$ cat src/rtl/soc_dma_cfg.svh
// Build-time widths, sizes and register map of the SRAM/DMA streaming subsystem
`ifndef SOC_DMA_CFG_SVH
`define SOC_DMA_CFG_SVH

// Data path and address widths
`define SOC_WORD_W        64
`define SOC_ADDR_W        32

// Shared SRAM size in words
`define SOC_SRAM_DEPTH    1024

// MMIO window, 4 KB at 0x4000_0000
`define SOC_MMIO_BASE     32'h4000_0000
`define SOC_MMIO_MASK     32'hFFFF_F000

// DMA register offsets inside the window
`define SOC_REG_CONTROL   32'h0000_0000
`define SOC_REG_SRC_RX    32'h0000_0008
`define SOC_REG_DST_TX    32'h0000_0010
`define SOC_REG_LEN_RX    32'h0000_0018
`define SOC_REG_LEN_TX    32'h0000_001C
`define SOC_REG_STATUS    32'h0000_0020

// Packet geometry: 3 words carry one 192-bit flat packet, 185 bits used
`define SOC_BEATS_PER_PKT 3
`define SOC_PKT_FLAT_W    192
`define SOC_CGRA_PKT_W    185

`endif

$ cat src/rtl/soc_mem_pkg.sv
// Memory-side types shared by the SRAM, CSR block, DMA engines and loopback
`include "soc_dma_cfg.svh"

package soc_mem_pkg;

  // --------------------------------------------------
  // Addressing and data
  // --------------------------------------------------

  // Byte address as seen on the host port and engine ports
  typedef logic [`SOC_ADDR_W-1:0] mem_addr_t;

  // One SRAM word
  typedef logic [`SOC_WORD_W-1:0] mem_word_t;

  // --------------------------------------------------
  // Streaming
  // --------------------------------------------------

  // Number of packets in one DMA job
  typedef logic [31:0] pkt_count_t;

  // Flat packet, word j of the SRAM image sits at bits 64j and up
  typedef logic [`SOC_PKT_FLAT_W-1:0] pkt_flat_t;

endpackage

$ cat src/rtl/cgra_pkt_pkg.sv
// Structured CGRA packet layout with conversion to and from the flat bit vector
`include "soc_dma_cfg.svh"

package cgra_pkt_pkg;

  // --------------------------------------------------
  // Payload pieces
  // --------------------------------------------------

  // Data word with its flags, 35 bits
  typedef struct packed {
    logic [31:0] payload;
    logic        predicate;
    logic        bypass;
    logic        delay;
  } cgra_data_t;

  // Control word for one tile, 107 bits
  typedef struct packed {
    logic [6:0]  operation;
    logic [11:0] fu_in;                // 4 inputs x 3 bits
    logic [23:0] routing_xbar_outport; // 8 ports x 3 bits
    logic [15:0] fu_xbar_outport;      // 8 ports x 2 bits
    logic [2:0]  vector_factor_power;
    logic        is_last_ctrl;
    logic [7:0]  write_reg_from;
    logic [15:0] write_reg_idx;
    logic [3:0]  read_reg_from;
    logic [15:0] read_reg_idx;
  } cgra_ctrl_t;

  // Command with data and control, 158 bits
  typedef struct packed {
    logic [4:0] cmd;
    cgra_data_t data;
    logic [6:0] data_addr;
    cgra_ctrl_t ctrl;
    logic [3:0] ctrl_addr;
  } cgra_payload_t;

  // --------------------------------------------------
  // Full packet
  // --------------------------------------------------

  // 27-bit routing header in front of the payload, 185 bits overall
  typedef struct packed {
    logic [4:0]    src;
    logic [4:0]    dst;
    logic [1:0]    src_cgra_id;
    logic [1:0]    dst_cgra_id;
    logic          src_cgra_x;
    logic          src_cgra_y;
    logic          dst_cgra_x;
    logic          dst_cgra_y;
    logic [7:0]    opaque;
    logic          vc_id;
    cgra_payload_t payload;
  } cgra_pkt_t;

  // Packed field order puts the header at the MSB end and ctrl_addr at bit 0
  function automatic logic [`SOC_CGRA_PKT_W-1:0] pack_pkt(input cgra_pkt_t p);
    return p;
  endfunction

  // Inverse of pack_pkt, identity on the 185 bits
  function automatic cgra_pkt_t unpack_pkt(input logic [`SOC_CGRA_PKT_W-1:0] v);
    return cgra_pkt_t'(v);
  endfunction

endpackage

$ cat src/rtl/cgra_loopback.sv
// Accelerator stand-in, unpacks each packet into a one-entry buffer and repacks it
`timescale 1ns/10ps
`include "soc_dma_cfg.svh"

module cgra_loopback (
  input  logic                   clk,
  input  logic                   rstn,
  // From the RX engine
  input  soc_mem_pkg::pkt_flat_t in_data_i,
  input  logic                   in_valid_i,
  output logic                   in_ready_o,
  // To the TX engine
  output soc_mem_pkg::pkt_flat_t out_data_o,
  output logic                   out_valid_o,
  input  logic                   out_ready_i
);
  import cgra_pkt_pkg::*;

  localparam int PAD_W = `SOC_PKT_FLAT_W - `SOC_CGRA_PKT_W;

  cgra_pkt_t pkt_q;
  logic      full_q;

  // Accept only into an empty slot, nothing is dropped
  assign in_ready_o  = !full_q;
  assign out_valid_o = full_q;
  // Pad bits above the packet go out as zero
  assign out_data_o  = {{PAD_W{1'b0}}, pack_pkt(pkt_q)};

  always_ff @(posedge clk or negedge rstn) begin
    if (!rstn) begin
      full_q <= 1'b0;
    end else if (in_valid_i && !full_q) begin
      full_q <= 1'b1;
    end else if (out_ready_i && full_q) begin
      full_q <= 1'b0;
    end
  end

  always_ff @(posedge clk) begin
    if (in_valid_i && !full_q) begin
      pkt_q <= unpack_pkt(in_data_i[`SOC_CGRA_PKT_W-1:0]);
    end
  end

endmodule

$ cat config.mk
export PLATFORM = sky130hd
export DESIGN_NAME = cgra_loopback
export DESIGN_NICKNAME = d
export VERILOG_FILES = /design/src/rtl/soc_mem_pkg.sv /design/src/rtl/cgra_pkt_pkg.sv /design/src/rtl/cgra_loopback.sv
export VERILOG_INCLUDE_DIRS = /design/src /design/src/rtl
export SDC_FILE = /design/constraint.sdc
export NUM_CORES = 1
export LEC_CHECK = 0
export BUFFER_PORTS_ARGS = -buffer_cell sky130_fd_sc_hd__clkbuf_2
export CAP_MARGIN = 30
export CORE_MARGIN = 2
export CORE_UTILIZATION = 25
export CTS_BUF_LIST = sky130_fd_sc_hd__clkbuf_8
export DETAILED_ROUTE_END_ITERATION = 10
export PLACE_DENSITY = 0.56
export REMOVE_ABC_BUFFERS = 1
export SKIP_LAST_GASP = 1
export SYNTH_ARGS = -nofsm -noshare
export SYNTH_HDL_FRONTEND = slang
export SYNTH_SLANG_ARGS = --single-unit
$ cat constraint.sdc
create_clock -name clk -period 5.55 [get_ports clk]
set_input_delay 0.2775 -clock clk [delete_from_list [all_inputs] [get_ports clk]]
set_output_delay 0.2775 -clock clk [all_outputs]
set_load 0.005 [all_outputs]
==> out/metrics.cfg, run 1 <==
[clock_network]
hold_buffers=179
post_cts_resized=0
numCtsBuffers=17
post-cts-setup-buffer-count=0
cts_buffer_depth=2
cts_htree_levels=4
cts.sinks=186
root_buffer=clkbuf_8

[yosys]
synthesis.area_mm2=0.00566
yosys_warnings=0
ys_seq_area_share_pct=98.7
synthCells=197
synth_area_leaders=edfxtp_1 (98%), buf_4 (0.93%), dfrtp_1 (0.44%)
ys_ff_latch=186
yosysTopAreaCellShare_pct=98.2
synth_cell_types=7
synth_area_per_cell_um2=28.7
synth_largest_area_cell=edfxtp_1

[floorplanning]
start_util_pct=25.2
die_h_um=154
dieWidth_um=154
ioPinCount=390
num_rows=55

[outcome]
status=aborted with a tool error
lastStage=clock tree synthesis (4_1_cts)
error_line=[ERROR RSZ-0060] Max buffer count reached.

[placement]
dp_hpwl_mm=10.5
gp_congestion=0.714
portBuffers=375
dp_worst_setup_slack_ns=3.79

per-stage QoR:
stage	cells	utilization, %	TNS, ns	area (µm²)
after floorplan	196	-	-29.26	5630
after global placement	857	35.1	0	7890
after detailed placement	857	35.1	0	7890
Yosys cell counts:
cell      number
buf_4          7
o21bai_1       1
edfxtp_1     185
nor2b_2        1
conb_1         1
inv_2          1
dfrtp_1        1
cell families after synthesis:
logic type	count (synthesis)	share of synthesized area, %
simple gates	1	0.155
other cells	1	0.0663
flops	186	98.7
buf+inv	8	0.995
compound gates	1	0.133
==> inputs of run 2 (changes only) <==
--- a/config.mk
+++ b/config.mk
@@ -9,10 +9,9 @@
 export BUFFER_PORTS_ARGS = -buffer_cell sky130_fd_sc_hd__clkbuf_2
 export CAP_MARGIN = 30
 export CORE_MARGIN = 2
-export CORE_UTILIZATION = 25
-export CTS_BUF_LIST = sky130_fd_sc_hd__clkbuf_8
+export CORE_UTILIZATION = 20
 export DETAILED_ROUTE_END_ITERATION = 10
-export PLACE_DENSITY = 0.56
+export PLACE_DENSITY_LB_ADDON = 0.15
 export REMOVE_ABC_BUFFERS = 1
 export SKIP_LAST_GASP = 1
 export SYNTH_ARGS = -nofsm -noshare
==> constraint.sdc (replaced) <==
create_clock -name clk -period 7.2 [get_ports clk]
set_input_delay 0.36 -clock clk [delete_from_list [all_inputs] [get_ports clk]]
set_output_delay 0.36 -clock clk [all_outputs]
set_load 0.005 [all_outputs]
==> out/metrics.cfg, run 2 <==
[yosys]
synth_largest_area_cell=edfxtp_1
synthMuxAreaShare_pct=0
async_flop_share_pct=0.538
synthAdderAreaFrac_pct=0
synth_edf_count=185
synth-simple-area-share_pct=0.155
ys_ff_latch=186
synth_cell_types=7
yosys_warnings=0
synthesis.area_mm2=0.00566
ys_seq_area_share_pct=98.7
synth_area_leaders=edfxtp_1 (98%), buf_4 (0.93%), dfrtp_1 (0.44%)
yosysTopAreaCellShare_pct=98.2
synth_top_family_by_area=buffers and inverters
yosysMostFrequentCell=edfxtp_1
synthCells=197
synth.top_cells.by_count=edfxtp_1 (185), buf_4 (7)
synth_area_per_cell_um2=28.7
ys.flop_type=edfxtp_1
synth_xor_area_share_pct=0
synth_compound_area_share_pct=0.133

[placement]
portBuffers=375
placed_cell_area_mm2=0.00800
dp_hpwl_mm=11.0
gp_congestion=0.716

[clock_network]
cts.sinks=186
cts_buffer_depth=2
path_clk_slew_ns=0.08
cts_htree_levels=4
clk_latency_ns=0.42
root_buffer=clkbuf_16
cts_tree=built
post_cts_resized=0
numCtsBuffers=17

[layout]
n_fill_cell=2839
final_area_mm2=0.00857
final_layout_size_suffix_gt1_share_pct=67.3
layout_commonest_cell=clkbuf_2
largest_register_ffs=185
regArea_mm2=0.00558
final_cell_mix=clkbuf_2 (375), edfxtp_1 (185), clkbuf_16 (17)
multi_input_area_um2=47.5
area_delta_synth_final_pct=51.4
nets=788

[timing]
fin_skew_ns=0.00974
finalCritPeriodShare_pct=26.1
max_freq_mhz=531
setup_viol=0
hold-worst-slack_ns=0.107
hold_viol=0
rsz0062_at_grt=no
final.setup.tns_ns=0
slew_headroom_pct=24.1
fin_crit_ns=1.88
slew_violations=0
worstMarginPinSlew_ns=1.14

[route]
wl_mm=14.5
antenna_left=0
drc_errors=0
via_per_inst=3.52
drt-initial-drc-count=191
firstDrtPassIters=4
wl_per_cell_um=14.8
vias=3466

[global_route]
grt_overflow=0
grtUsageTotal_pct=9.34
grt_pass1_wl_mm=20.2
antenna_found_initial=1
grt_max_degree=187
grt_pass1_vias=3674

[setup_path]
critPathMaxFanout=186
reg2reg_from=out_valid_o$_DFFE_PN0P_
crit_path_end_kind=register
critPathMaxStageDelay_ns=0.59
worstPathRequired_ns=7.23
cp-startpoint=out_valid_o$_DFFE_PN0P_
start_kind=register
cp_slowest_cell=buf_12
critPathArrivalTime_ns=1.92
path_class=register to register
worstPathCellList=nor2b_4 -> buf_12

[floorplanning]
ioPinCount=390
num_rows=61
dieArea_mm2=0.0296
die_h_um=172
core_mm2=0.0278
start_util_pct=20.4
dieWidth_um=172

[power]
design_power_total_mw=2.37
p_leak_nw=3.62
ir_drop_v=0.000138
p_per_area_mw_per_mm2=276

[worst_hold_path]
min_path_type=input port to register
min_from=in_data_i[0]

[flow_run]
drv_cap=0

[outcome]
status=finished clean

## run 2: cell counts after synthesis
No cell type changed its count.
## run 2: kinds of logic after synthesis
| family | after synthesis |
|---|---|
| other | 1 |
| flip-flops | 186 |
| AO/OA/AOI/OAI | 1 |
| buffers and inverters | 8 |
| AND/OR/NAND/NOR | 1 |
## run 2: repair_timing
action | CTS | global route
hold buffers | 1 | 0
buffers inserted | 0 | 0
endpoints found under the hold margin | 1 | 0
## run 2: cell type report
cell class                 count  area share (%)
clock inverter                12            1.33
timing repair buffer         377            22.3
inverter                       1          0.0438
multi-input combinational      9           0.555
antenna                        2          0.0584
sequential                   186            65.1
clock buffer                  20            5.10
tap                          378            5.52
## run 2: through the flow
step / setup WS (ns) / util, % / cells
2_1_floorplan: 1.49 / - / 196
3_3_place_gp: 5.42 / 28.8 / 950
3_5_place_dp: 5.40 / 28.8 / 950
4_1_cts: 5.44 / 30.8 / 983
5_1_grt: 5.27 / 30.8 / 984
6_report: 5.32 / 30.8 / 985
## run 2: critical path: cells and delay by family, from the launching register on
kind          cells  cell delay [ns]
flops             1             0.43
simple gates      1             0.14
buf+inv           1             0.59
## run 2: report_power, final
part	total, mW	internal [mW]	switching (mW)
logic	0.179	0.0832	0.0960
registers	1.31	1.29	0.0206
clock network	0.877	0.454	0.422
total	2.37	1.83	0.539
## run 2: worst paths after layout
| kind | end | slack (ns) | cells after the start |
|---|---|---|---|
| worst max-delay path | out_data_o[5]$_DFFE_PP_ | 5.32 | 2 |
| worst min-delay path | out_data_o[0]$_DFFE_PP_ | 0.11 | 1 |
| worst max register to register | out_data_o[5]$_DFFE_PP_ | 5.32 | 2 |
| worst min register to register | out_valid_o$_DFFE_PN0P_ | 0.60 | 2 |
| max in group asynchronous | out_valid_o$_DFFE_PN0P_ | 6.87 | 2 |
| min in group asynchronous | out_valid_o$_DFFE_PN0P_ | 0.25 | 2 |
## run 2: metal layers
layer  up-vias  wire length [µm]  share of wire [%]  GRT usage [%]
li1       1569                 -                  -              -
met1      1667              4870                 34           9.07
met2       211              7550                 52           16.2
met3        19              1740                 12           5.08
met4         0               378                2.6           4.35
met5         -                 0                  0              0
Power figures use the tool's default switching activity.
==> inputs of run 3 (changes only) <==
==> constraint.sdc (replaced) <==
create_clock -name clk -period 1.8 [get_ports clk]
set_input_delay 0.09 -clock clk [delete_from_list [all_inputs] [get_ports clk]]
set_output_delay 0.09 -clock clk [all_outputs]
set_load 0.005 [all_outputs]
==> out/metrics.cfg, run 3 (synthesized netlist as in run 2, its figures left out) <==
[outcome]
status=finished clean

[floorplanning]
dieArea_mm2=0.0296
die_h_um=172
ioPinCount=390
dieWidth_um=172
start_util_pct=20.4
core_mm2=0.0278
num_rows=61

[layout]
area_delta_synth_final_pct=87.5
final_area_mm2=0.0106
n_fill_cell=2644
layout_commonest_cell=clkbuf_2
layout.cells.non_filler=1177
largest_register_ffs=185
final_layout_size_suffix_gt1_share_pct=52.1
nets=984
post-route-util_pct=38.2
final_cell_mix=clkbuf_2 (375), dlygate4sd3_1 (188), edfxtp_1 (185)

[setup_path]
path_class=register to register
crit_path_frequent_cell=buf_12
worstPathRequired_ns=1.91
start_kind=register
critPathMaxStageDelay_ns=0.43
cp_slowest_cell=dfrtp_1
worstPathCellList=nor2b_4 -> buf_12 -> buf_12
critPathMaxFanout=41
critical-path-top-delay-family=buffers and inverters
critPathArrivalTime_ns=1.56
crit_path_end_kind=register
crit_buf_inv=2
reg2reg_slack_ns=0.35

[power]
p_int_mw=8.12
seq_power_share_pct=50.8
design_power_total_mw=10.3
clkPwrFrac_pct=38.4
power_frac_comb_pct=10.8
p_leak_nw=4.49
ir_drop_v=0.000642
switching_share_pct=21.2
power.switching_mw=2.19
p_per_area_mw_per_mm2=972

[global_route]
grt_max_degree=50
antenna_found_initial=1
grt_pass1_wl_mm=23.4
grt_overflow=0
grt_pass1_vias=4496
grtUsageTotal_pct=10.6

[clock_network]
cts_htree_levels=4
numCtsBuffers=17
cts_tree=built
root_buffer=clkbuf_16
cts.sinks=186
cts_buffer_depth=2
clk_latency_ns=0.42
path_clk_slew_ns=0.07
post_cts_resized=0

[placement]
placed_cell_area_mm2=0.00811
portBuffers=375
dp_worst_setup_slack_ns=0.330
dp_hpwl_mm=11.8
gp_congestion=0.721
dp.cells=959

[route]
wl_mm=16.5
drc_errors=0
wl_per_cell_um=14.0
via_per_inst=3.52
vias=4142
antenna_left=0
firstDrtPassIters=4
drt-initial-drc-count=181

[worst_hold_path]
min_path_type=input port to register

[timing]
slew_violations=0
final.setup.tns_ns=0
finalCritPeriodShare_pct=80.6
hold-worst-slack_ns=0.268
fin_crit_ns=1.45
fin_skew_ns=0.00644
final.setup.worst_slack_ns=0.350
rsz0062_at_grt=no
setup_viol=0
max_freq_mhz=689
hold_viol=0

[flow_run]
drv_cap=0

-- run 3: cell types whose count changed in the layout (fill, tap and decap cells not counted), sizes merged --
cell / previous run / this run
dlygate4sd3: 1 / 188
bufinv: 0 / 4
diode: 2 / 1
buf: 1 / 10
clkbuf: 395 / 392
clkinv: 3 / 1
clkinvlp: 5 / 3
-- run 3: final cells by class --
cell class                 instances  area [µm²]  share of cell area [%]
inverter                           1        3.75                  0.0354
antenna                            1        2.50                  0.0236
sequential                       186        5580                    52.6
timing repair buffer             573        3880                    36.6
tap                              378         473                    4.46
clock inverter                    12         189                    1.78
clock buffer                      17         425                    4.01
multi-input combinational          9        47.5                   0.448
-- run 3: worst min-delay path, stage by stage --
cell and delay [ns]:
clkbuf_2 0.08, nor2b_4 0.13, buf_12 0.18
-- run 3: layer usage --
metal,track usage [%],wire [µm]
met4,3.84,272
met5,0,0
met3,4.60,1610
met2,20.1,9000
met1,10.1,5630
-- run 3: worst paths after layout --
path	from	endpoint	cells past startpoint
max	out_valid_o$_DFFE_PN0P_	out_data_o[80]$_DFFE_PP_	3
min	in_valid_i	out_data_o[33]$_DFFE_PP_	3
max reg2reg	out_valid_o$_DFFE_PN0P_	out_data_o[80]$_DFFE_PP_	3
min reg2reg	out_valid_o$_DFFE_PN0P_	out_valid_o$_DFFE_PN0P_	2
max in group asynchronous	rstn	out_valid_o$_DFFE_PN0P_	3
min in group asynchronous	rstn	out_valid_o$_DFFE_PN0P_	3
-- run 3: power groups by stage --
stage          Sequential, mW  Combinational (mW)  Clock, mW
6_report                 5.23                1.12       3.96
2_1_floorplan            5.42               0.124          0
3_3_place_gp             5.33               0.791          0
3_5_place_dp             5.33               0.801          0
5_1_grt                  5.26                1.22       4.28
4_1_cts                  5.24                1.13       4.12
-- run 3: timing repair --
action | CTS | global route
hold buffers | 188 | 0
endpoints found under the hold margin | 187 | 0
buffers inserted | 0 | 0
==> inputs of run 4 (changes only) <==
--- a/config.mk
+++ b/config.mk
@@ -6,6 +6,7 @@
 export SDC_FILE = /design/constraint.sdc
 export NUM_CORES = 1
 export LEC_CHECK = 0
+export ABC_AREA = 1
 export BUFFER_PORTS_ARGS = -buffer_cell sky130_fd_sc_hd__clkbuf_2
 export CAP_MARGIN = 30
 export CORE_MARGIN = 2
==> constraint.sdc (replaced) <==
create_clock -name clk -period 1.4 [get_ports clk]
set_input_delay 0.07 -clock clk [delete_from_list [all_inputs] [get_ports clk]]
set_output_delay 0.07 -clock clk [all_outputs]
set_load 0.005 [all_outputs]
==> out/metrics.cfg, run 4 <==
[floorplanning]
dieArea_mm2=0.0297
die_h_um=172
core_mm2=0.0279
ioPinCount=390
start_util_pct=20.3
num_rows=61
dieWidth_um=172

[power]
design_power_total_mw=12.9
ir_drop_v=0.000638
p_leak_nw=4.49
p_per_area_mw_per_mm2=1220

[global_route]
grt_pass1_vias=4488
grt_max_degree=60
grtUsageTotal_pct=10.7
antenna_found_initial=0
grt_overflow=0
grt_pass1_wl_mm=23.6

[timing]
fin_skew_ns=0.0101
setup_viol=0
fin_crit_ns=1.30
slew_violations=0
rsz0062_at_grt=no
hold_viol=0
max_freq_mhz=768
final.setup.tns_ns=0
finalCritPeriodShare_pct=93.0
final.setup.worst_slack_ns=0.0982

[setup_path]
rr_worst_depth=4
crit_buf_inv=3
critPathMaxFanout=59
reg2reg_from=out_valid_o$_DFFE_PN0P_
critical-path-top-delay-family=buffers and inverters
critPathMaxStageDelay_ns=0.40
worstPathCellList=inv_2 -> nand2_2 -> clkinv_4 -> buf_12
path_class=register to register
critPathArrivalTime_ns=1.39
cp_slowest_cell=dfrtp_1
start_kind=register
reg2reg_slack_ns=0.1
crit_path_end_kind=register
r2r_end=out_data_o[8]$_DFFE_PP_
worstPathRequired_ns=1.48

[worst_hold_path]
min_path_type=input port to register
hold_path_depth=4
min_from=in_valid_i
min_to=out_data_o[116]$_DFFE_PP_

[route]
drt-initial-drc-count=217
wl_met3_mm=1.32
vias=4206
drc_errors=0
wl_mm=16.6
via_per_inst=3.55
wl_per_cell_um=14.1
firstDrtPassIters=4
drt-met1-wl_mm=5.82
wl_met2_mm=9.14
highest_layer=met4
antenna_left=0

[yosys]
ys.flop_type=edfxtp_1
synth_cell_types=8
synth.top_cells.by_count=edfxtp_1 (185), buf_4 (7), inv_1 (2), nand2_2 (2)
ys_ff_latch=186
synth_area_per_cell_um2=28.3
synth_area_leaders=edfxtp_1 (98%), buf_4 (0.93%), dfrtp_1 (0.44%)
synthesis.area_mm2=0.00566
synth_largest_area_cell=edfxtp_1
synthCells=200
ys_seq_area_share_pct=98.5
async_flop_share_pct=0.538
yosysMostFrequentCell=edfxtp_1
synth_edf_count=185
yosysTopAreaCellShare_pct=98.1
yosys_warnings=0

[layout]
largest_register_ffs=185
nets=989
layout.cells.non_filler=1184
n_fill_cell=2650
antenna_cells=0
final_cell_mix=clkbuf_2 (375), dlygate4sd3_1 (189), edfxtp_1 (185)
layout_commonest_cell=clkbuf_2
regArea_mm2=0.00558
final_layout_size_suffix_gt1_share_pct=52.0
post-route-util_pct=38.0
area_delta_synth_final_pct=87.0
multi_input_area_um2=42.5

[clock_network]
cts.sinks=186
cts_buffer_depth=2
post-cts-setup-buffer-count=0
path_clk_slew_ns=0.07
hold_buffers=189
root_buffer=clkbuf_16
cts_htree_levels=4
post_cts_resized=0
clk_latency_ns=0.42
cts_tree=built
numCtsBuffers=17

[placement]
dp.cells=963
dp_hpwl_mm=12.0
dp_worst_setup_slack_ns=0.0929
gp_congestion=0.714
portBuffers=375

[flow_run]
drv_cap=0

[outcome]
status=finished clean

## run 4: cell count changes after synthesis
cell	previous run	this run
nand2_1	0	1
nor2b_2	1	0
o21bai_1	1	0
nand2_2	0	2
inv_1	0	2
## run 4: cell families after synthesis
logic type | share of synthesized area (%)
AND/OR/NAND/NOR | 0.287
flip-flops | 98.5
other | 0.0662
buffers and inverters | 1.13
## run 4: layer usage
| metal | track usage [%] | up-vias |
|---|---|---|
| met1 | 10.8 | 2003 |
| met3 | 3.62 | 23 |
| met2 | 20.1 | 203 |
| met4 | 4.57 | 0 |
| li1 | - | 1977 |
| met5 | 0 | - |
## run 4: how the worst max path moves through the flow
stage,cells past startpoint,slack [ns],to,from
detailed placement,4,0.09,out_data_o[183]$_DFFE_PP_,out_valid_o$_DFFE_PN0P_
CTS,4,0.09,out_data_o[8]$_DFFE_PP_,out_valid_o$_DFFE_PN0P_
global route,4,0.03,out_data_o[8]$_DFFE_PP_,out_valid_o$_DFFE_PN0P_
global placement,5,0.11,out_data_o[135]$_DFFE_PP_,out_valid_o$_DFFE_PN0P_
floorplan,3,-3.23,out_data_o[0]$_DFFE_PP_,out_valid_o$_DFFE_PN0P_
finish,4,0.1,out_data_o[8]$_DFFE_PP_,out_valid_o$_DFFE_PN0P_
## run 4: cell type report
cell class | count | area share [%]
clock buffer | 18 | 4.05
tap | 378 | 4.46
inverter | 3 | 0.154
clock inverter | 14 | 1.31
multi-input combinational | 10 | 0.402
sequential | 186 | 52.7
timing repair buffer | 575 | 36.9
## run 4: tightest hold or removal path, cell delays in order
cell and delay (ns):
clkbuf_2 0.09, nand2_2 0.08, clkinv_4 0.09, buf_12 0.15
## run 4: through the flow
step	instance area, µm²	hold WS, ns
2_1_floorplan	5630	-0.226
3_3_place_gp	8130	-0.153
3_5_place_dp	8130	-0.153
4_1_cts	10600	0.195
5_1_grt	10600	0.202
6_report	10600	0.204
## run 4: power by group
part / total (mW) / switching (mW) / internal (mW)
Combinational: 1.45 / 0.614 / 0.838
Sequential: 6.73 / 0.113 / 6.62
Clock: 4.71 / 2.20 / 2.51
Total: 12.9 / 2.93 / 9.96
